[src/design/rv_isa_pkg.sv]
`default_nettype none

package rv_isa_pkg;

    // datapath width, the load extraction is written for 64 bits
    localparam int XLEN     = 64;
    localparam int INST_LEN = 32;

    // major opcodes
    localparam logic [6:0] OPC_LOAD   = 7'b0000011;
    localparam logic [6:0] OPC_STORE  = 7'b0100011;
    localparam logic [6:0] OPC_SYSTEM = 7'b1110011;

    // load funct3
    localparam logic [2:0] MEMOP_LB  = 3'b000;
    localparam logic [2:0] MEMOP_LH  = 3'b001;
    localparam logic [2:0] MEMOP_LW  = 3'b010;
    localparam logic [2:0] MEMOP_LD  = 3'b011;
    localparam logic [2:0] MEMOP_LBU = 3'b100;
    localparam logic [2:0] MEMOP_LHU = 3'b101;
    localparam logic [2:0] MEMOP_LWU = 3'b110;

    // store funct3, same encodings as the signed loads
    localparam logic [2:0] MEMOP_SB = 3'b000;
    localparam logic [2:0] MEMOP_SH = 3'b001;
    localparam logic [2:0] MEMOP_SW = 3'b010;
    localparam logic [2:0] MEMOP_SD = 3'b011;

    // one instruction word, two decodings
    typedef union packed {
        struct packed {
            logic [6:0] imm_hi;
            logic [4:0] rs2;
            logic [4:0] rs1;
            logic [2:0] funct3;
            logic [4:0] imm_lo;
            logic [6:0] opcode;
        } s_fmt;
        struct packed {
            // csr address for SYSTEM
            logic [11:0] imm;
            logic [4:0]  rs1;
            logic [2:0]  funct3;
            logic [4:0]  rd;
            logic [6:0]  opcode;
        } i_fmt;
    } instr_u;

endpackage

`default_nettype wire
[src/design/ls_queue.sv]
`timescale 1ns/1ps
`default_nettype none

module ls_queue #(
    parameter int QUEUE_DEPTH = 4
) (
    input  wire                              clk,
    input  wire                              rst_i,
    input  wire                              push_i,
    input  wire  [rv_isa_pkg::XLEN-1:0]      pc_i,
    input  wire  [rv_isa_pkg::INST_LEN-1:0]  instr_i,
    input  wire  [rv_isa_pkg::XLEN-1:0]      alu_res_i,
    input  wire  [rv_isa_pkg::XLEN-1:0]      rs2_i,
    input  wire                              trap_i,
    output logic                             issue_o,
    output logic [rv_isa_pkg::XLEN-1:0]      pc_o,
    output logic [rv_isa_pkg::INST_LEN-1:0]  instr_o,
    output logic [rv_isa_pkg::XLEN-1:0]      alu_res_o,
    output logic [rv_isa_pkg::XLEN-1:0]      rs2_o,
    output logic                             trap_o,
    output logic                             credit_o
);
    import rv_isa_pkg::*;

    localparam int PTR_W = (QUEUE_DEPTH > 1) ? $clog2(QUEUE_DEPTH) : 1;
    localparam int CNT_W = $clog2(QUEUE_DEPTH + 1);

    // one slot per credit
    logic [XLEN-1:0]     pc_q    [QUEUE_DEPTH];
    logic [INST_LEN-1:0] instr_q [QUEUE_DEPTH];
    logic [XLEN-1:0]     alu_q   [QUEUE_DEPTH];
    logic [XLEN-1:0]     rs2_q   [QUEUE_DEPTH];
    logic                trap_q  [QUEUE_DEPTH];
    logic [PTR_W-1:0]    wr_ptr;
    logic [PTR_W-1:0]    rd_ptr;
    logic [CNT_W-1:0]    count;

    // head leaves every cycle it is present
    assign issue_o   = (count != '0);
    assign pc_o      = pc_q[rd_ptr];
    assign instr_o   = instr_q[rd_ptr];
    assign alu_res_o = alu_q[rd_ptr];
    assign rs2_o     = rs2_q[rd_ptr];
    assign trap_o    = trap_q[rd_ptr];

    always_ff @(posedge clk) begin
        if (push_i) begin
            pc_q[wr_ptr]    <= pc_i;
            instr_q[wr_ptr] <= instr_i;
            alu_q[wr_ptr]   <= alu_res_i;
            rs2_q[wr_ptr]   <= rs2_i;
            trap_q[wr_ptr]  <= trap_i;
        end
    end

    always_ff @(posedge clk) begin
        if (rst_i) begin
            wr_ptr   <= '0;
            rd_ptr   <= '0;
            count    <= '0;
            credit_o <= 1'b0;
        end else begin
            if (push_i) begin
                wr_ptr <= (wr_ptr == PTR_W'(QUEUE_DEPTH - 1)) ? '0 : wr_ptr + PTR_W'(1);
            end
            if (issue_o) begin
                rd_ptr <= (rd_ptr == PTR_W'(QUEUE_DEPTH - 1)) ? '0 : rd_ptr + PTR_W'(1);
            end
            count    <= count + CNT_W'(push_i) - CNT_W'(issue_o);
            // one credit back per pop
            credit_o <= issue_o;
        end
    end

    // upstream pushes only while holding a credit
    a_push_not_full: assert property (@(posedge clk) disable iff (rst_i)
        push_i |-> (count < CNT_W'(QUEUE_DEPTH)));

    a_count_bound: assert property (@(posedge clk) disable iff (rst_i)
        count <= CNT_W'(QUEUE_DEPTH));

endmodule

`default_nettype wire

[config.mk]
export PLATFORM = sky130hd
export DESIGN_NAME = ls_queue
export DESIGN_NICKNAME = d
export VERILOG_FILES = /design/src/design/rv_isa_pkg.sv /design/src/design/ls_queue.sv
export SDC_FILE = /design/constraint.sdc
export NUM_CORES = 1
export LEC_CHECK = 0
export BUFFER_PORTS_ARGS = -buffer_cell sky130_fd_sc_hd__buf_4
export CORE_MARGIN = 1.5
export CORE_UTILIZATION = 30
export DETAILED_ROUTE_END_ITERATION = 16
export GPL_ROUTABILITY_DRIVEN = 0
export HOLD_SLACK_MARGIN = 0.05
export PLACE_DENSITY = 0.58
export SYNTH_ARGS = -nofsm -noshare
export SYNTH_HDL_FRONTEND = slang
export SYNTH_SLANG_ARGS = --single-unit
[constraint.sdc]
create_clock -name clk -period 8.4 [get_ports clk]
set_clock_uncertainty 0.05 [all_clocks]
set_input_delay 1.68 -clock clk [delete_from_list [all_inputs] [get_ports clk]]
set_output_delay 1.68 -clock clk [all_outputs]
set_load 0.01 [all_outputs]
==> flow_summary_export.csv <==
group,metric,value,unit
grt,gr-usage-all-layers,0.123,
power_and_ir_drop,clock_power_share,0.322,
sta,worst_pin_slew,1.06,ns
status,outcome,"finished clean",
grt,overflow,0,
power_and_ir_drop,seqPwrFrac,0.437,
placed_design,port_buffers,454,
cells_and_area,nNetsFinal,1972,
setup_path,arrival,3.26,ns
grt,grt_pass1_vias,16000,
yosys,synth_cell_types,22,
cells_and_area,postLayoutCoreUtil,0.376,
cells_and_area,syn_to_final_growth,24.1,%
sta,drv_slew,0,
die,die_x,334,um
yosys,yosysWarnings,0,
worst_hold_path,hp-class,"flop to flop",
clock_network,cts.clk_slew.worst_paths,0.06,ns
sta,slew_headroom,0.292,
sta,finalSetupTns,0,ns
grt,grt_first_pass_wirelength,103000,um
cells_and_area,drive_above_1_share,0.459,
routing,vias,14600,
power_and_ir_drop,p_leak,13.4,nW
die,dieArea,112000,um2
sta,rsz0062_at_grt,"false",
die,io_pins,455,
power_and_ir_drop,power.switching,3.21,mW
yosys,synth_area,32900,um2
clock_network,post-cts-setup-buffers,0,
power_and_ir_drop,swShare,0.262,
placed_design,dpl.cell_count,3052,
power_and_ir_drop,combPwrFrac,0.241,
clock_network,cts_inserted_buffers,96,
clock_network,htree_levels,3,
cells_and_area,stdcell_area,40900,um2
yosys,synthesis.nets,1457,
clock_network,clockBufferDepth,3,
routing,ant_nets,0,
die,num_rows,121,
placed_design,pre_cts_ws,3.96,ns
cells_and_area,final_cells,3222,
sta,period_needed,4.99,ns
sta,hold_viol,0,
sta,layout_setup_ws,3.41,ns
placed_design,place_hpwl,40900,um
clock_network,cts.sinks,910,
clock_network,cts_tree,"done",
routing,drt_wl_total,69200,um
clock_network,cts_root_buf,"clkbuf_16",
power_and_ir_drop,ir_drop,0.000193,V
sta,setup_violations,0,
routing,first_iter_violations,792,
routing,viasPerCell,4.54,
setup_path,startpoint_type,"flop",
clock_network,clock_latency,0.65,ns
sta,fmax,200,MHz
job,max-cap-violations,0,
grt,grt_max_degree,120,
grt,grt_antenna_before_repair,8,
setup_path,cp-end-kind,"output port",
power_and_ir_drop,p_int,9.03,mW
yosys,synth_cells,1221,
routing,drc,0,
power_and_ir_drop,pwr_density_cell,299,nW/um2
sta,fin_crit_sh,0.594,
die,initial_core_util,0.303,
placed_design,placed_cell_area,38000,um2
clock_network,cts-resized-gates,0,
cells_and_area,final_common_cell,"edfxtp_1",
clock_network,postCtsHoldBufs,0,
routing,first_pass_iters,5,
die,core,109000,um2
routing,wl_per_cell,21.5,um
setup_path,crit_required,6.67,ns
setup_path,crit_type,"flop to output port",
yosys,ys_seq_elements,910,
setup_path,crit_fanout,96,
die,fp.dieH,334,um
yosys,postSynthAreaPerCell,27.0,um2
yosys,yosysSeqAreaShare,0.827,
cells_and_area,mostFrequentLayoutCells,"edfxtp_1 (900), buf_4 (461), mux4_2 (225), clkbuf_16 (97), clkbuf_1 (23)",
per-layer routing:
metal,GRT usage,share of wire,vias up
li1,-,-,6344
met1,0.154,0.40,7683
met2,0.194,0.48,448
met3,0.0472,0.094,125
met4,0.0433,0.025,12
met5,0,0.0013,-
kinds of logic after synthesis:
family,Yosys count,synth area share
DFF,910,0.827
and+or+nand+nor,15,0.00266
AOI/OAI and AO/OA,3,0.000532
buffers and inverters,57,0.0116
muxes,227,0.155
xor gates and xnor gates,1,0.000684
adders and majority gates,8,0.00327
sequential cells by signal, summed over array words and instances, names as in the netlist, named ones only:
signal	cells
alu_q	256
pc_q	256
rs2_q	256
instr_q	128
trap_q	4
count	3
rd_ptr	2
wr_ptr	2
credit_o	1
power by group through the flow:
stage               logic (mW)  registers [mW]  clock network [mW]
global route              3.16            5.38                4.24
floorplan                 1.76            5.36                   0
CTS                       3.03            5.36                4.07
detailed placement        3.02            5.45                   0
global placement          3.01            5.44                   0
finish                    2.95            5.35                3.94
Yosys cell counts, drive strengths merged:
master    n  area (um2)
and2      4        25.0
o31ai     1        7.51
mux4    225        5070
a21oi     2        10.0
or4b      1        10.0
mux2      1        11.3
fa        1        20.0
or3b      1        8.76
xnor3     1        22.5
ha        7        87.6
dfxtp    10         200
buf      44         332
edfxtp  900       27000
nor2      4        15.0
inv       6        22.5
nor3      2        10.0
nor2b     2        12.5
nand2b    1        6.26
mux2i     1        10.0
clkbuf    7        26.3
area by class of cell:
type / instances / area, um2
inverters: 6 / 22.5
well taps: 1414 / 1770
repair buffers: 468 / 3600
flip-flops and latches: 910 / 27200
clock inverters: 49 / 399
fillers: 9755 / 68000
multi-input cells: 254 / 5330
diodes: 1 / 2.50
clock buffers: 120 / 2510
stage by stage:
| step | hold slack [ns] | power [mW] |
|---|---|---|
| global route | 0.504 | 12.8 |
| CTS | 0.490 | 12.5 |
| global placement | 0.453 | 8.45 |
| floorplan | 0.441 | 7.13 |
| detailed placement | 0.479 | 8.47 |
| finish | 0.488 | 12.2 |
worst paths after layout:
| kind | start | to | slack [ns] | cells after the start |
|---|---|---|---|---|
| max | flop | rs2_o[32] | 3.41 | 3 |
| min | wr_ptr[0]$_SDFFE_PP0P_ | wr_ptr[0]$_SDFFE_PP0P_ | 0.49 | 2 |
| max reg2reg | wr_ptr[0]$_SDFFE_PP0P_ | instr_q[3][31]$_DFFE_PP_ | 5.52 | 4 |
| min reg2reg | wr_ptr[0]$_SDFFE_PP0P_ | wr_ptr[0]$_SDFFE_PP0P_ | 0.49 | 2 |
critical path, stage by stage, from the launching register on:
cell     delay (ns)
dfxtp_4        0.93
buf_12         0.52
mux4_2         0.62
buf_4          0.16
Power figures use the tool's default switching activity.
