===== config.mk =====
export PLATFORM = sky130hd
export DESIGN_NAME = lsu
export DESIGN_NICKNAME = d
export VERILOG_FILES = /design/src/design/rv_isa_pkg.sv /design/src/design/lsu.sv
export SDC_FILE = /design/constraint.sdc
export NUM_CORES = 1
export LEC_CHECK = 0
export BUFFER_PORTS_ARGS = -buffer_cell sky130_fd_sc_hd__buf_4
export CAP_MARGIN = 20
export CORE_AREA = 2 2 157 159
export DETAILED_ROUTE_END_ITERATION = 10
export DIE_AREA = 0 0 159 161
export PLACE_DENSITY = 0.61
export SLEW_MARGIN = 20
export SYNTH_ARGS = -nofsm -noshare
export SYNTH_HDL_FRONTEND = slang
export SYNTH_SLANG_ARGS = --single-unit

===== constraint.sdc =====
create_clock -name clk -period 2.41 [get_ports clk]
set_input_delay 0.482 -clock clk [delete_from_list [all_inputs] [get_ports clk]]
set_output_delay 0.482 -clock clk [all_outputs]
set_load 0.05 [all_outputs]

===== src/design/rv_isa_pkg.sv =====
`default_nettype none

package rv_isa_pkg;

    // datapath width, the load extraction is written for 64 bits
    localparam int XLEN     = 64;
    localparam int INST_LEN = 32;

    // major opcodes
    localparam logic [6:0] OPC_LOAD   = 7'b0000011;
    localparam logic [6:0] OPC_STORE  = 7'b0100011;
    localparam logic [6:0] OPC_SYSTEM = 7'b1110011;

    // load funct3
    localparam logic [2:0] MEMOP_LB  = 3'b000;
    localparam logic [2:0] MEMOP_LH  = 3'b001;
    localparam logic [2:0] MEMOP_LW  = 3'b010;
    localparam logic [2:0] MEMOP_LD  = 3'b011;
    localparam logic [2:0] MEMOP_LBU = 3'b100;
    localparam logic [2:0] MEMOP_LHU = 3'b101;
    localparam logic [2:0] MEMOP_LWU = 3'b110;

    // store funct3, same encodings as the signed loads
    localparam logic [2:0] MEMOP_SB = 3'b000;
    localparam logic [2:0] MEMOP_SH = 3'b001;
    localparam logic [2:0] MEMOP_SW = 3'b010;
    localparam logic [2:0] MEMOP_SD = 3'b011;

    // one instruction word, two decodings
    typedef union packed {
        struct packed {
            logic [6:0] imm_hi;
            logic [4:0] rs2;
            logic [4:0] rs1;
            logic [2:0] funct3;
            logic [4:0] imm_lo;
            logic [6:0] opcode;
        } s_fmt;
        struct packed {
            // csr address for SYSTEM
            logic [11:0] imm;
            logic [4:0]  rs1;
            logic [2:0]  funct3;
            logic [4:0]  rd;
            logic [6:0]  opcode;
        } i_fmt;
    } instr_u;

endpackage

`default_nettype wire

===== src/design/lsu.sv =====
`timescale 1ns/1ps
`default_nettype none

module lsu (
    input  wire                         clk,
    input  wire                         rst_i,
    input  wire                         rden_i,
    input  wire                         wren_i,
    input  wire  [2:0]                  memop_i,
    input  wire  [rv_isa_pkg::XLEN-1:0] addr_i,
    input  wire  [rv_isa_pkg::XLEN-1:0] wr_data_i,
    output logic [rv_isa_pkg::XLEN-4:0] ram_addr_o,
    output logic                        ram_we_o,
    output logic [7:0]                  ram_be_o,
    output logic [rv_isa_pkg::XLEN-1:0] ram_wdata_o,
    output logic                        ram_re_o,
    input  wire  [rv_isa_pkg::XLEN-1:0] ram_rdata_i,
    output logic [rv_isa_pkg::XLEN-1:0] load_res_o,
    output logic                        load_valid_o
);
    import rv_isa_pkg::*;

    logic [2:0]      off;
    logic [2:0]      align_mask;
    logic [7:0]      be_base;
    logic            ld_valid_q;
    logic [2:0]      ld_memop_q;
    logic [2:0]      ld_off_q;
    logic [XLEN-1:0] ld_shift;
    logic [XLEN-1:0] ld_ext;

    // byte offset inside the 64-bit word
    assign off        = addr_i[2:0];
    assign ram_addr_o = addr_i[XLEN-1:3];
    assign ram_we_o   = wren_i;
    assign ram_re_o   = rden_i;

    // size from funct3[1:0], offset bits that must be zero
    assign align_mask = {memop_i[1:0] == 2'b11, memop_i[1], |memop_i[1:0]};
    // 1, 2, 4 or 8 lanes
    assign be_base    = {{4{align_mask[2]}}, {2{align_mask[1]}}, align_mask[0], 1'b1};

    assign ram_be_o    = wren_i ? (be_base << off) : 8'h00;
    assign ram_wdata_o = wr_data_i << {off, 3'b000};

    always_ff @(posedge clk) begin
        if (rst_i) begin
            ld_valid_q <= 1'b0;
        end else begin
            ld_valid_q <= rden_i;
        end
    end

    // kept for the extract when the ram word comes back
    always_ff @(posedge clk) begin
        if (rden_i) begin
            ld_memop_q <= memop_i;
            ld_off_q   <= off;
        end
    end

    // field down to bit 0
    assign ld_shift = ram_rdata_i >> {ld_off_q, 3'b000};

    always_comb begin
        case (ld_memop_q)
            MEMOP_LB:  ld_ext = {{(XLEN-8){ld_shift[7]}}, ld_shift[7:0]};
            MEMOP_LH:  ld_ext = {{(XLEN-16){ld_shift[15]}}, ld_shift[15:0]};
            MEMOP_LW:  ld_ext = {{(XLEN-32){ld_shift[31]}}, ld_shift[31:0]};
            MEMOP_LBU: ld_ext = {{(XLEN-8){1'b0}}, ld_shift[7:0]};
            MEMOP_LHU: ld_ext = {{(XLEN-16){1'b0}}, ld_shift[15:0]};
            MEMOP_LWU: ld_ext = {{(XLEN-32){1'b0}}, ld_shift[31:0]};
            // ld
            default:   ld_ext = ld_shift;
        endcase
    end

    // zero when idle so the top can OR with csr data
    assign load_res_o   = ld_valid_q ? ld_ext : '0;
    assign load_valid_o = ld_valid_q;

    // misaligned accesses not supported
    a_aligned: assert property (@(posedge clk) disable iff (rst_i)
        (rden_i | wren_i) |-> ((off & align_mask) == 3'b000));

endmodule

`default_nettype wire


==> results.md, run 1 <==
- Outcome: complete, but fails checks
- Failing checks: negative setup slack
- Overall Global Routing Usage: 0.189
- Leak: 4.32 nW
- Period utilisation layout: 1.20
- Worst Path Required: 1.93 ns
- CP top delay family: buffers and inverters
- Slowest stage delay, CP: 0.54 ns
- Pre-CTS WS: -0.453 ns
- Sequential area share after synthesis: 0.0379
- 1st-pass router iterations: 5
- Final hold vios: 0
- Data arrival, critical path: 2.41 ns
- IO Pins: 399
- Max-slew violations: 0
- Largest net degree at the start of global routing: 46
- Buffers on Ports: 276
- Mapped Cells: 737
- Die Ht: 161 um
- Final ANT Viol Nets: 0
- Via count: 6767
- Mapped cell area: 5280 sq um
- Max-cap viol count: 0
- Core box area: 24000 sq um
- TritonCTS clock tree: yes
- CP Launch Type: register
- Final WS setup: -0.483 ns
- Hold_buf cts: 0
- Fin util: 0.413
- Seq cells post-synth: 7
- Crit path buffers/inverters: 5
- WL/cell: 19.1 um
- FFs w/ async S/R, synth: 0
- Vias in the first global route: 6710
- Syn_nets: 936
- Non-filler cells, final: 1347
- DRC errors left: 0
- Final setup fails: 63
- CTS Sinks: 7
- Initial antenna violation count: 0
- Post-synth EDFFs: 6
- Inserted Diodes: 0
- First-pass GRT wire length: 38.8 mm
- Peak Freq: 0.346 GHz
- Slew @ Worst Pin: 0.611 ns
- Main synth FF type: edfxtp_1
- Floorplan die area: 25600 sq um
- Hold Path Class: primary input to register
- First DRT Iteration DRCs: 353
- Avg Vias per Cell: 5.02
- Initial Utilization: 0.220
- CTS Root Cell: clkbuf_16
- Syn-to-layout area delta: 87.7%
- Crit path cell chain: buf_6 > mux2i_2 > mux4_2 > buf_6 > nor2_4 > a221oi_4 > buf_12 > buf_12 > nor2_4 > buf_8
- Worst-path maximum fanout: 7
- Fin area: 9900 sq um
- CTS Buffer Depth: 2
- Row count: 57
- IR drop worst, VDD: 0.169 mV
- Clock slew at reported path FFs: 0.04 ns
- Rel. slew slack: 0.590
- Worst Setup Path Type: register to output pin
- Number of distinct library cells after synthesis: 49
- DP Area: 8760 sq um
- Placed cell count: 1314
- Detailed placement HPWL: 20.7 mm
- Slowest stage cell, crit path: mux4_2
- H-tree depth: 1
- GPL Wtd Cong: 0.933
- CTS Buf Count: 3
- RSZ-0062 raised after global routing: yes
- Critical path capture point type: output pin
- Total congestion overflow: 0
- Power Density: 335 nW/um^2
- Die width: 159 um
- Layout cell share with drive strength beyond 1: 0.631
- Final worst path period need: 2.89 ns
- Syn Area/Cell: 7.16 sq um
- Yosys warns: 0
- Fin nets: 1223
- WL final: 25.8 mm
## layout make-up
class / instances / area, sq um
fillers: 2376 / 14100
multi-input cells: 585 / 5340
repair buffers: 419 / 3850
well taps: 324 / 405
flip-flops and latches: 7 / 200
clock buffers: 4 / 78.8
inverters: 8 / 30.0
## path summary, 6_finish.rpt
check	slack, ns	startpoint	endpoint	depth (start not counted)
max	-0.48	ld_off_q[1]$_DFFE_PP_	load_res_o[33]	10
min	0.41	rst_i	load_valid_o$_SDFF_PP0_	2
## report_power, final
group	internal (W)	switching [W]	leakage, nW	total, W
clock network	0.000220	0.0000599	0.0382	0.000280
registers	0.000143	0.0000102	0.0671	0.000153
logic	0.00124	0.00164	4.22	0.00288
## timing repair
action	in CTS	in global routing
setup endpoints to repair	64	65
gates cloned	3	1
pin swaps	23	15
buffers inserted	11	17
resized for setup	120	67
## logic make-up after synthesis
family                 share of synthesized area
AOI/OAI and AO/OA                          0.246
muxes                                      0.337
buffers and inverters                      0.164
and+or+nand+nor                            0.215
DFF                                       0.0379
## layout by cell type, fill, tap and decap left out, drive strengths merged, types with 2 or more instances in the layout
| cell | synthesis | final |
|---|---|---|
| nor2 | 96 | 96 |
| mux2 | 37 | 37 |
| nor3 | 7 | 7 |
| nor2b | 28 | 28 |
| a32oi | 2 | 2 |
| a21oi | 67 | 67 |
| a211oi | 22 | 22 |
| nand3b | 6 | 6 |
| mux4 | 17 | 17 |
| buf | 100 | 418 |
| a21o | 2 | 2 |
| nand2 | 62 | 62 |
| a2bb2oi | 3 | 3 |
| mux2i | 97 | 97 |
| edfxtp | 6 | 6 |
| or2 | 4 | 4 |
| o22ai | 25 | 25 |
| a22oi | 2 | 2 |
| o2bb2ai | 5 | 5 |
| a21boi | 16 | 16 |
| o21a | 15 | 15 |
| inv | 7 | 7 |
| o21ai | 33 | 33 |
| o32ai | 4 | 4 |
| and2 | 13 | 13 |
| nand2b | 8 | 8 |
| clkbuf | 37 | 5 |
| nor3b | 3 | 3 |
| and3 | 2 | 2 |
## routing by layer
layer  track usage  wire (um)
met5             0          0
met4        0.0682        858
met3        0.0508       2320
met1         0.213       9790
met2         0.344      12800
## synthesized netlist by cell type, drive strengths merged, types with 8 or more instances
cell    instances  area, sq um
nand2          62          233
o22ai          25          156
a211oi         22          165
mux4           17          387
mux2           37          420
nor2b          28          175
buf           100          696
a21oi          67          335
clkbuf         37          139
nand2b          8         50.1
mux2i          97          971
nor2           96          409
a21boi         16          158
o21a           15          113
and2           13         81.3
o21ai          33          165
## stage by stage
stage	hold WS, ns	TNS, ns	power (W)
finish	0.407	-23.80	0.00331
global route	0.404	-28.98	0.00348
CTS	0.402	-24.29	0.00320
detailed placement	0.643	-21.23	0.00273
global placement	0.641	-22.45	0.00272
floorplan	0.554	-4.39	0.00207
## registers in the layout, indices dropped and copies added (netlist names)
signal	cells
ld_memop_q	3
ld_off_q	3
load_valid_o	1
No activity file was read; power rests on OpenSTA's default activity.
==> run 2: changes to the inputs <==
--- a/config.mk
+++ b/config.mk
@@ -10,7 +10,6 @@
 export CORE_AREA = 2 2 157 159
 export DETAILED_ROUTE_END_ITERATION = 10
 export DIE_AREA = 0 0 159 161
-export PLACE_DENSITY = 0.61
 export SLEW_MARGIN = 20
 export SYNTH_ARGS = -nofsm -noshare
 export SYNTH_HDL_FRONTEND = slang
==> run 2 against run 1 <==
Net effect: the flow still finishes with violations (negative setup slack); sequential share of layout area hardly changed; flip-flop and latch count stayed put; clock power is 1% lower; total power is 0.47% lower; maximum frequency is 1.2% higher; design area is 1.4% lower; via count is 0.49% higher; count of clock-buffer cells in the layout stayed put; setup slack better by 0.035 ns; largest cell class unchanged; largest power group unchanged; highest routed layer unchanged.
==> results.md, run 2 (synthesis results as in run 1) <==
- Final ANT Viol Nets: 0 (unchanged)
- CTS Sinks: 7 (unchanged)
- Clock slew at reported path FFs: 0.03 ns (about the same)
- Slew @ Worst Pin: 0.603 ns (-0.00730 ns)
- Initial Utilization: 0.220 (unchanged)
- Die Ht: 161 um (unchanged)
- Power Total: 0.00330 W (-0.47%)
- Hold Path Depth: 2 (unchanged)
- Initial antenna violation count: 0 (unchanged)
- Worst Setup Path Type: register to output pin
- Outcome: complete, but fails checks
- Commonest non-fill, non-tap cell in the layout: buf_4
- Largest net degree at the start of global routing: 47 (+2.2%)
- First DRT Iteration DRCs: 395 (+12%)
- Floorplan die area: 25600 sq um (unchanged)
- H-tree depth: 1 (unchanged)
- CTS Buf Count: 3 (unchanged)
- Vias in the first global route: 6768 (+0.86%)
- IR drop worst, VDD: 0.164 mV (-2.8%)
- TritonCTS clock tree: yes
- CP Launch Type: register
- Hold_buf cts: 0 (unchanged)
- GPL Wtd Cong: 0.912 (-2.3%)
- Fin nets: 1223 (unchanged)
- Final worst path period need: 2.86 ns (-0.0352 ns)
- Multi-input gate area: 5310 sq um (-0.59%)
- Max-cap viol count: 0 (unchanged)
- Critical Path Start: ld_off_q[0]$_DFFE_PP_
- Worst-path maximum fanout: 11 (+4)
- Register Area: 200 sq um (unchanged)
- Core box area: 24000 sq um (unchanged)
- Final setup fails: 63 (unchanged)
- Overall Global Routing Usage: 0.198 (+0.00832)
- Via count: 6800 (+0.49%)
- Syn-to-layout area delta: 85.1%
- Final hold vios: 0 (unchanged)
- CTS Root Cell: clkbuf_16
- Data arrival, critical path: 2.38 ns (-0.03 ns)
- Max-slew violations: 0 (unchanged)
- Power Density: 338 nW/um^2 (+0.92%)
- Layout cell share with drive strength beyond 1: 0.633 (+0.00196)
- Row count: 57 (unchanged)
- Total congestion overflow: 0 (unchanged)
- Most frequent cells in the layout: buf_4, mux2i_1, nand2_1
- WL/cell: 20.1 um (+5.0%)
- Final WS setup: -0.447 ns (+0.0352 ns)
- CTS Buffer Depth: 2 (unchanged)
- Critical path capture point type: output pin
- Buffers on Ports: 276 (unchanged)
- Die width: 159 um (unchanged)
- Failing checks: negative setup slack
- Detailed placement HPWL: 21.3 mm (+3.0%)
- Pre-CTS WS: -0.462 ns (-0.00917 ns)
- Worst Path Required: 1.93 ns (about the same)
- 1st-pass router iterations: 5 (unchanged)
- Critical hold path startpoint: rst_i
- WL final: 27.0 mm (+5.0%)
- Hold Path Class: primary input to register
- Rel. slew slack: 0.595 (+0.00490)
- Peak Freq: 0.350 GHz (+1.2%)
- Hold path endpoint: load_valid_o$_SDFF_PP0_
- DRC errors left: 0 (unchanged)
- Leak: 4.30 nW (-0.62%)
- Inserted Diodes: 0 (unchanged)
- Avg Vias per Cell: 5.05 (+0.49%)
- IO Pins: 399 (unchanged)
- Period utilisation layout: 1.19 (-0.0146)
- RSZ-0062 raised after global routing: yes
- FILL cells: 2404 (+1.2%)
- First-pass GRT wire length: 40.1 mm (+3.5%)
-- run 2: changes by cell type in the layout (fill, tap and decap cells not counted), sizes merged --
cell and delta:
buf -2, inv +1, bufbuf +2, clkinv -1
-- run 2: worst max path at each step --
| stage | endpoint | cells past startpoint |
|---|---|---|
| after floorplan | load_res_o[22] | 7 |
| after global placement | load_res_o[63] | 9 |
| after detailed placement | load_res_o[63] | 9 |
| after CTS | load_res_o[33] | 9 |
| after global routing | load_res_o[33] | 9 |
| final | load_res_o[33] | 9 |
-- run 2: metal layers --
| metal | part of all wire | GRT usage | up-vias |
|---|---|---|---|
| met1 | 0.37 | 0.226 | 3181 |
| met2 | 0.50 | 0.361 | 404 |
| li1 | - | - | 3157 |
| met3 | 0.091 | 0.0514 | 58 |
| met4 | 0.036 | 0.0579 | 0 |
| met5 | 0 | 0 | - |
-- run 2: where the power goes --
group          switching, W  leakage (nW)  internal, W
sequential        0.0000118        0.0671     0.000143
combinational       0.00165          4.19      0.00122
clock             0.0000563        0.0382     0.000219
-- run 2: area by class of cell --
| type | count | share of cell area |
|---|---|---|
| clock buffer | 4 | 0.00807 |
| inverter | 8 | 0.00333 |
| multi-input combinational | 585 | 0.543 |
| sequential | 7 | 0.0205 |
| tap | 324 | 0.0415 |
| timing repair buffer | 419 | 0.383 |
-- run 2: worst max-delay path: stages (launching register included) --
cell	delay, ns
edfxtp_1	0.49
buf_4	0.20
mux2i_2	0.19
a2bb2oi_2	0.09
a41o_1	0.22
a221oi_4	0.35
buf_6	0.17
buf_12	0.19
nor2_4	0.05
buf_4	0.18
-- run 2: stage by stage --
stage | util | hold slack [ns] | area, sq um | cells | setup TNS (ns)
after floorplan | - | 0.554 | 6060 | 737 | -4.39
after global placement | 0.363 | 0.662 | 8690 | 1313 | -22.67
after detailed placement | 0.363 | 0.662 | 8690 | 1313 | -21.01
after CTS | 0.398 | 0.427 | 9540 | 1340 | -23.95
after global routing | 0.408 | 0.428 | 9770 | 1347 | -29.44
final | 0.408 | 0.423 | 9770 | 1347 | -23.55
-- run 2: what timing repair did --
item	in CTS	in global routing
gates cloned	5	1
buffers inserted	18	10
pin swaps	11	11
endpoints found under the setup margin	64	64
resized for setup	116	44
