--- src/design/csr_pkg.sv ---
`default_nettype none

package csr_pkg;

    // machine csr addresses
    localparam logic [11:0] CSR_MTVEC    = 12'h305;
    localparam logic [11:0] CSR_MSCRATCH = 12'h340;
    localparam logic [11:0] CSR_MEPC     = 12'h341;
    localparam logic [11:0] CSR_MCAUSE   = 12'h342;

    // register forms only
    localparam logic [2:0] CSR_RW = 3'b001;
    localparam logic [2:0] CSR_RS = 3'b010;
    localparam logic [2:0] CSR_RC = 3'b011;

    // illegal instruction cause
    localparam logic [63:0] CAUSE_TRAP = 64'd2;

endpackage

`default_nettype wire

--- src/design/rv_isa_pkg.sv ---
`default_nettype none

package rv_isa_pkg;

    // datapath width, the load extraction is written for 64 bits
    localparam int XLEN     = 64;
    localparam int INST_LEN = 32;

    // major opcodes
    localparam logic [6:0] OPC_LOAD   = 7'b0000011;
    localparam logic [6:0] OPC_STORE  = 7'b0100011;
    localparam logic [6:0] OPC_SYSTEM = 7'b1110011;

    // load funct3
    localparam logic [2:0] MEMOP_LB  = 3'b000;
    localparam logic [2:0] MEMOP_LH  = 3'b001;
    localparam logic [2:0] MEMOP_LW  = 3'b010;
    localparam logic [2:0] MEMOP_LD  = 3'b011;
    localparam logic [2:0] MEMOP_LBU = 3'b100;
    localparam logic [2:0] MEMOP_LHU = 3'b101;
    localparam logic [2:0] MEMOP_LWU = 3'b110;

    // store funct3, same encodings as the signed loads
    localparam logic [2:0] MEMOP_SB = 3'b000;
    localparam logic [2:0] MEMOP_SH = 3'b001;
    localparam logic [2:0] MEMOP_SW = 3'b010;
    localparam logic [2:0] MEMOP_SD = 3'b011;

    // one instruction word, two decodings
    typedef union packed {
        struct packed {
            logic [6:0] imm_hi;
            logic [4:0] rs2;
            logic [4:0] rs1;
            logic [2:0] funct3;
            logic [4:0] imm_lo;
            logic [6:0] opcode;
        } s_fmt;
        struct packed {
            // csr address for SYSTEM
            logic [11:0] imm;
            logic [4:0]  rs1;
            logic [2:0]  funct3;
            logic [4:0]  rd;
            logic [6:0]  opcode;
        } i_fmt;
    } instr_u;

endpackage

`default_nettype wire
--- src/design/ls_ctrl.sv ---
`timescale 1ns/1ps
`default_nettype none

module ls_ctrl (
    input  wire                         clk,
    input  wire                         rst_i,
    input  wire                         issue_i,
    input  wire  rv_isa_pkg::instr_u    instr_i,
    input  wire                         trap_i,
    input  wire  [rv_isa_pkg::XLEN-1:0] rs2_i,
    input  wire  [rv_isa_pkg::XLEN-1:0] load_res_i,
    input  wire                         load_res_valid_i,
    output logic                        rden_o,
    output logic                        wren_o,
    output logic [2:0]                  memop_o,
    output logic [rv_isa_pkg::XLEN-1:0] wr_data_o,
    output logic                        csr_en_o,
    output logic [2:0]                  csr_op_o,
    output logic [11:0]                 csr_addr_o,
    output logic                        trap_o
);
    import rv_isa_pkg::*;
    import csr_pkg::*;

    logic       go;
    logic       is_load;
    logic       is_store;
    logic       is_csr;
    logic       prev_load_q;
    logic [4:0] load_rd_q;
    logic       bypass;

    // a trapping op does nothing but the trap
    assign go = issue_i & ~trap_i;

    assign is_load  = (instr_i.i_fmt.opcode == OPC_LOAD);
    assign is_store = (instr_i.s_fmt.opcode == OPC_STORE);
    assign is_csr   = (instr_i.i_fmt.opcode == OPC_SYSTEM) &&
                      (instr_i.i_fmt.funct3 inside {CSR_RW, CSR_RS, CSR_RC});

    assign rden_o     = go & is_load;
    assign wren_o     = go & is_store;
    assign csr_en_o   = go & is_csr;
    assign trap_o     = issue_i & trap_i;
    assign memop_o    = instr_i.i_fmt.funct3;
    assign csr_op_o   = instr_i.i_fmt.funct3;
    assign csr_addr_o = instr_i.i_fmt.imm;

    // store right behind a load that produces its rs2
    assign bypass    = prev_load_q & load_res_valid_i & (instr_i.s_fmt.rs2 == load_rd_q);
    assign wr_data_o = bypass ? load_res_i : rs2_i;

    always_ff @(posedge clk) begin
        if (rst_i) begin
            prev_load_q <= 1'b0;
        end else begin
            prev_load_q <= rden_o;
        end
    end

    always_ff @(posedge clk) begin
        if (rden_o) begin
            load_rd_q <= instr_i.i_fmt.rd;
        end
    end

endmodule

`default_nettype wire

--- config.mk ---
export PLATFORM = sky130hd
export DESIGN_NAME = ls_ctrl
export DESIGN_NICKNAME = d
export VERILOG_FILES = /design/src/design/csr_pkg.sv /design/src/design/rv_isa_pkg.sv /design/src/design/ls_ctrl.sv
export SDC_FILE = /design/constraint.sdc
export NUM_CORES = 1
export LEC_CHECK = 0
export BUFFER_PORTS_ARGS = -buffer_cell sky130_fd_sc_hd__buf_2
export CORE_AREA = 4 4 96 98
export CTS_BUF_LIST = sky130_fd_sc_hd__clkbuf_8
export DETAILED_ROUTE_END_ITERATION = 8
export DIE_AREA = 0 0 100 102
export PLACE_DENSITY = 0.55
export SLEW_MARGIN = 20
export SYNTH_ARGS = -nofsm -noshare
export SYNTH_HDL_FRONTEND = slang
export SYNTH_SLANG_ARGS = --single-unit
--- constraint.sdc ---
create_clock -name clk -period 1.6 [get_ports clk]
set_input_delay 0.08 -clock clk [delete_from_list [all_inputs] [get_ports clk]]
set_output_delay 0.08 -clock clk [all_outputs]
set_load 0.05 [all_outputs]
==> results by group, run 1 <==
Critical path
  – Req. time, crit path: 1.52 ns
  – Setup crit end kind: primary output
  – Worst Path Arrival: 1.99 ns
  – CP Launch Type: flip-flop
  – Worst Path Class, Setup: reg2out
  – CP Max Fanout: 32

Logic synthesis
  – Synth top area share: 60.56%
  – Netlist Area Pre-Place: between 1000 and 1500 sq um
  – Post-synth ARST share: 0%
  – Post-synth top cells: mux2_4, buf_4, buf_6
  – Largest area contributor in the netlist: mux2_4
  – Synthesized Nets: 282
  – Largest cells by area after synthesis: mux2_4, edfxtp_1, buf_4
  – Yosys reg bits: 6
  – EDFF count, synth: 5
  – Yosys cell types: 18
  – Synth Warn #: 0
  – Seq/Total Area, Yosys: 11.44%
  – Main flop type after synthesis: edfxtp_1
  – Mean Syn Cell Area: 12.72 sq um
  – Most numerous cell in the Yosys netlist: mux2_4
  – Syn Inst Count: about 120

CTS
  – Postcts setup bufs: 0
  – Number of CTS-inserted buffers: 3
  – Cts hold-fix bufs: 0
  – CTS tree: built
  – Post-cts gate resize count: 125
  – Clk root buf: clkbuf_8
  – Worst-path clk slew: 0.03 ns
  – Clock Sink Count: 6
  – Max Root-Sink Buffers: 2
  – H-tree levels: 1

Die
  – I/O pins: 251
  – Die Y: a little over 100 um
  – Total Die Area: 10,200 sq um
  – Initial cell density of the core: 17.57%
  – Core Footprint: 8466 sq um
  – Std cell rows: 34
  – Die X: 100 um

Finish
  – Cell area after layout: 3157 sq um
  – Post-route insts no fill: 442
  – Share of layout cells above drive strength 1: slightly above 90%
  – Synth-to-layout area growth: 112.2%
  – Nets@finish: 500
  – Diode count: 0

Routing
  – Initial DRC count: 19
  – First-pass DRT Iterations: 4
  – Vias/cell: 3.995
  – DRC Markers: 0
  – Final WL: around 6.5 mm
  – Via count: around 1,800
  – DRT antenna net count: 0
  – WL per Instance: 14.61 um

Worst hold path
  – Hold WC Path Type: in2reg

GRT
  – Total gr overflow: 0
  – Largest net degree at the start of global routing: 33
  – First-pass GRT wire length: 8.756 mm
  – Total track usage: a little over a tenth
  – Number of global-route vias before repair: 1,893
  – Initial antenna violation count: 0

Placed design
  – I/O Buffers: 231
  – Pre-CTS setup slack: -0.2987 ns
  – Total placed cells including tap cells: 438
  – Placed cell areas: about 2700 sq um
  – Gpl congestion: 0.7629

Timing
  – Setup_tns: -28.76 ns
  – Crit share post-route: 129.1%
  – Worst slew pin tran: 0.3279 ns
  – Minimum clock period: about 2.1 ns
  – Unrepaired setup endpoints after global routing: true
  – Pins Over Slew Limit: 0
  – Final setup vio count: 64
  – Final worst slack: -0.4658 ns
  – F_max: roughly 480 MHz
  – Final hold vios: 0
  – Worst slew margin: 78.14%

Power
  – Cell Pwr Density: 425.0 nW/um^2
  – P_leak: 1.841 nW
  – Worst-case vdd ir drop: 0.3987 mV
  – Tot Pwr: 1.342 mW

Status
  – Failing checks: setup timing
  – Run status: finished, violations left

Run
  – Max Cap Viol: 0
-- cells in the final DEF, fill, tap and decap left out, types with 2 or more instances in the layout --
cell type  netlist  layout
mux2_2           4       4
buf_2            0     165
clkbuf_8         0       3
buf_6            6      60
nand4b_1         2       2
buf_4           18       5
xnor2_1          2       2
inv_1            5       6
buf_12           0       4
mux2_4          60      60
edfxtp_1         5       5
buf_8            0       3
-- stage by stage --
stage / hold slack, ns / utilization [%]
CTS: 0.01047 / 37.07
finish: 0.01634 / 37.29
floorplan: 0.1568 / -
global placement: 0.1606 / 31.94
detailed placement: 0.1606 / 31.94
global route: 0.01778 / 37.29
-- final timing paths --
check | startpoint | to | slack (ns) | cells past startpoint
setup / recovery | load_rd_q[1]$_DFFE_PP_ | wr_data_o[57] | -0.47 | 7
hold / removal | rst_i | prev_load_q$_SDFF_PP0_ | 0.02 | 2
-- worst max-delay path, cell delays in order (launching register included) --
cell	delay (ns)
edfxtp_1	0.32
inv_1	0.04
a222oi_1	0.35
buf_4	0.19
nand4_4	0.13
buf_12	0.23
mux2_4	0.33
buf_6	0.15
-- area by class of cell --
| class | instances | area (sq um) |
|---|---|---|
| clock buffer | 3 | 41.29 |
| clock inverter | 1 | 3.754 |
| fill | 804 | 5309 |
| inverter | 5 | 18.77 |
| multi-input combinational | 82 | 1124 |
| sequential | 6 | 170.2 |
| tap | 108 | 135.1 |
| timing repair buffer | 237 | 1664 |
-- where the power goes --
part	leakage [nW]	internal, mW	switching, mW
Clock	0.0269	0.165	0.0682
Sequential	0.0530	0.170	0.000111
Combinational	1.76	0.420	0.518
Total	1.84	0.755	0.586
-- state kept, by name (all words and copies together), names as in the netlist --
name and count:
load_rd_q 5, prev_load_q 1
-- cells by family after synthesis --
family	synth area share, %
AND/OR/NAND/NOR	6.392
multiplexers	63.58
AO/OA/AOI/OAI	2.523
buffers and inverters	14.89
flip-flops	11.44
XOR/XNOR	1.178
-- routing by layer --
layer | GRT usage, % | vias to the layer above | routed length [um]
li1 | - | 844 | -
met2 | 21.60 | 134 | 3493
met1 | 10.73 | 780 | 2024
met5 | 0 | - | 0
met4 | 3.109 | 0 | 78
met3 | 2.526 | 8 | 860
Note: power is estimated with default switching activity, not from simulation.
==> run 2, diff against run 1 <==
Settings changed: ABC_AREA set to 1, CORE_AREA 4 4 96 98 to 4 4 94 96, DIE_AREA 0 0 100 102 to 0 0 98 100, MAX_ROUTING_LAYER set to met4, PLACE_DENSITY 0.55 to 0.59.
==> run 2 against run 1 <==
  * The run still ends with setup timing left
  * Critical endpoint unchanged
  * Worst setup slack improved by 0.26 ns
  * Area after synthesis rose by 6.6%
  * Flip-flop and latch count did not move
  * Hold slack improved by 0.0031 ns
  * Largest power group unchanged
  * Core utilization rose by 3.5 points
  * Cell count rose by 36%
  * Clock power fell by 2%
  * Non-clock buffer count rose by 11
  * Combinational power barely moved
==> results by group, run 2 <==
Routing
  – DRT antenna net count: 0 (unchanged)
  – WL per Instance: 14.57 um (-0.29%)
  – Final WL: 8.740 mm (+35%)
  – DRC Markers: 0 (unchanged)
  – First-pass DRT Iterations: 4 (unchanged)
  – Via count: 2,777 (+57%)
  – Vias/cell: 4.628 (+16%)
  – Initial DRC count: 101 (+82)

Status
  – Failing checks: setup timing
  – Run status: finished, violations left

Timing
  – Unrepaired setup endpoints after global routing: true
  – Worst slew pin tran: 0.2903 ns (-0.03764 ns)
  – Minimum clock period: 1.802 ns (-0.2639 ns)
  – Final setup vio count: 64 (unchanged)
  – Worst slew margin: 80.63% (+2.5 points)
  – Pins Over Slew Limit: 0 (unchanged)
  – F_max: 555.0 MHz (+15%)
  – Final hold vios: 0 (unchanged)
  – Final worst slack: -0.2019 ns (+0.2639 ns)
  – Crit share post-route: 112.6% (-16 points)

Critical path
  – Req. time, crit path: 1.52 ns (about the same)
  – Worst Path Class, Setup: reg2out
  – CP max-delay cell: edfxtp_1
  – Setup crit end kind: primary output
  – Crit path max-delay family: simple AND/OR/NAND/NOR gates
  – Slowest stage delay, CP: 0.39 ns (+0.04 ns)
  – Buf/Inv on CP: 3 (-1)
  – Worst Path Arrival: 1.72 ns (-0.27 ns)
  – CP Max Fanout: 24 (-25%)
  – CP Launch Type: flip-flop
  – Crit-path most repeated cell: nor2_2
  – Critical-path cell list: nor2_2 > nor2_2 > nor2_4 > buf_4 > buf_12 > nand4_1 > nand2_1 > buf_6

Placed design
  – Gpl congestion: 0.8959 (+17%)
  – I/O Buffers: 231 (unchanged)
  – HPWL after DPL: 5.632 mm

Logic synthesis
  – Yosys cell types: 15 (-3)
  – Post-synth ARST share: 0% (unchanged)
  – EDFF count, synth: 5 (unchanged)
  – Yosys reg bits: 6 (unchanged)
  – Post-synth top cells: nand2_1, nand4_1, buf_4
  – Syn Inst Count: 288 (+150%)
  – Synth Warn #: 0 (unchanged)
  – Synthesized Nets: 453 (+61%)
  – Main flop type after synthesis: edfxtp_1
  – Synth top area share: 33.62% (-27 points)
  – Largest cells by area after synthesis: nand2_1, nand4_1, buf_4
  – Mean Syn Cell Area: 5.504 sq um (-57%)
  – Most numerous cell in the Yosys netlist: nand2_1
  – Seq/Total Area, Yosys: 10.73% (-0.70 points)
  – Netlist Area Pre-Place: 1585 sq um (+6.6%)
  – Largest area contributor in the netlist: nand2_1

Finish
  – Final Util: 40.84% (+3.5 points)
  – Share of layout cells above drive strength 1: 54.55% (-39 points)
  – Nets@finish: 661 (+32%)
  – Most frequent cells in the layout: buf_2, nand2_1, nand4_1
  – Diode count: 0 (unchanged)
  – Largest register by flop count: load_rd_q
  – Regs by FF count: load_rd_q x5, prev_load_q x1
  – Leading cell type in the layout, fill and taps excluded: buf_2
  – Largest register FFs: 5 (unchanged)
  – Synth-to-layout area growth: 107.4%

Power
  – Cell Pwr Density: 406.6 nW/um^2 (-4.3%)
  – P_leak: 1.930 nW (+4.8%)
  – Net Sw Power: 0.6453 mW (+10%)
  – Tot Pwr: 1.337 mW (-0.33%)
  – Sequential Power Share: 12.7% (about the same)
  – Comb pwr share: 70.2% (+0.3 points)
  – Clk pwr share: 17.1% (-0.3 points)
  – Internal power: 0.6918 mW (-8.4%)
  – Worst-case vdd ir drop: 0.4517 mV (+13%)
  – Switching part of the total: 48.26% (+4.5 points)

Die
  – Die X: 98 um (-2.0%)
  – Total Die Area: 9800 sq um (-3.9%)
  – I/O pins: 251 (unchanged)
  – Core Footprint: 8051 sq um (-4.9%)
  – Std cell rows: 33 (-2.9%)
  – Die Y: 100 um (-2.0%)
  – Initial cell density of the core: 19.69% (+2.1 points)

CTS
  – Clock Sink Count: 6 (unchanged)
  – Clk root buf: clkbuf_8
  – Max Root-Sink Buffers: 2 (unchanged)
  – H-tree levels: 1 (unchanged)
  – Number of CTS-inserted buffers: 3 (unchanged)
  – CTS tree: built
  – Worst-path clk slew: 0.04 ns (about the same)

Run
  – Max Cap Viol: 0 (unchanged)

GRT
  – Largest net degree at the start of global routing: 65 (+97%)
  – Number of global-route vias before repair: 2,552 (+35%)
  – Total gr overflow: 0 (unchanged)
  – Initial antenna violation count: 0 (unchanged)
  – Total track usage: 14.63% (+4.0 points)
  – First-pass GRT wire length: 11.83 mm (+35%)

Worst hold path
  – Hold WC Path Type: in2reg
-- run 2: cell type report --
cell class                      count  area [sq um]
Fill cell                         821          4763
Timing Repair Buffer              248          1805
Multi-Input combinational cell    224          1087
Sequential cell                     6         170.2
Tap cell                          105         131.4
Inverter                           13         48.80
Clock buffer                        3         41.29
Clock inverter                      1         3.754
-- run 2: path summary, 6_finish.rpt --
path,from,depth (start not counted),end
hold / removal,rst_i,2,prev_load_q$_SDFF_PP0_
setup / recovery,load_rd_q[2]$_DFFE_PP_,8,wr_data_o[57]
-- run 2: logic make-up after synthesis --
logic type | after synthesis | synth area share (%)
and+or+nand+nor | 224 | 64.40
buffers and inverters | 58 | 24.86
DFF | 6 | 10.73
-- run 2: through the flow --
step	setup WS (ns)	setup TNS [ns]	hold slack, ns	cell area (sq um)	instances
after global placement	0.01003	0	0.1603	2669	586
final	-0.2019	-7.513	0.01944	3288	600
after CTS	-0.1542	-7.450	0.01361	3084	592
after global routing	-0.2841	-15.05	0.02225	3288	600
after detailed placement	0.02465	0	0.1603	2669	586
after floorplan	0.1171	0	0.1568	1594	288
-- run 2: routing by layer --
layer / wire length, um / GRT usage (%)
met1: 3216 / 15.64
met2: 4652 / 27.38
met3: 716 / 1.946
met4: 155 / 5.538
met5: 0 / -
-- run 2: power groups by stage --
stage | combinational (mW) | sequential [mW] | clock [mW]
after floorplan | 0.564 | 0.173 | 0
after global placement | 0.786 | 0.173 | 0
after detailed placement | 0.789 | 0.173 | 0
after CTS | 0.903 | 0.170 | 0.235
after global routing | 0.989 | 0.170 | 0.245
final | 0.939 | 0.170 | 0.228
-- run 2: timing repair --
action / 4_1_cts / 5_1_grt
pin swaps: 9 / 13
gates resized for setup: 113 / 20
setup buffers: 1 / 2
cloned: 1 / 6
endpoints found under the setup margin: 64 / 64
hold buffers: 0 / 0
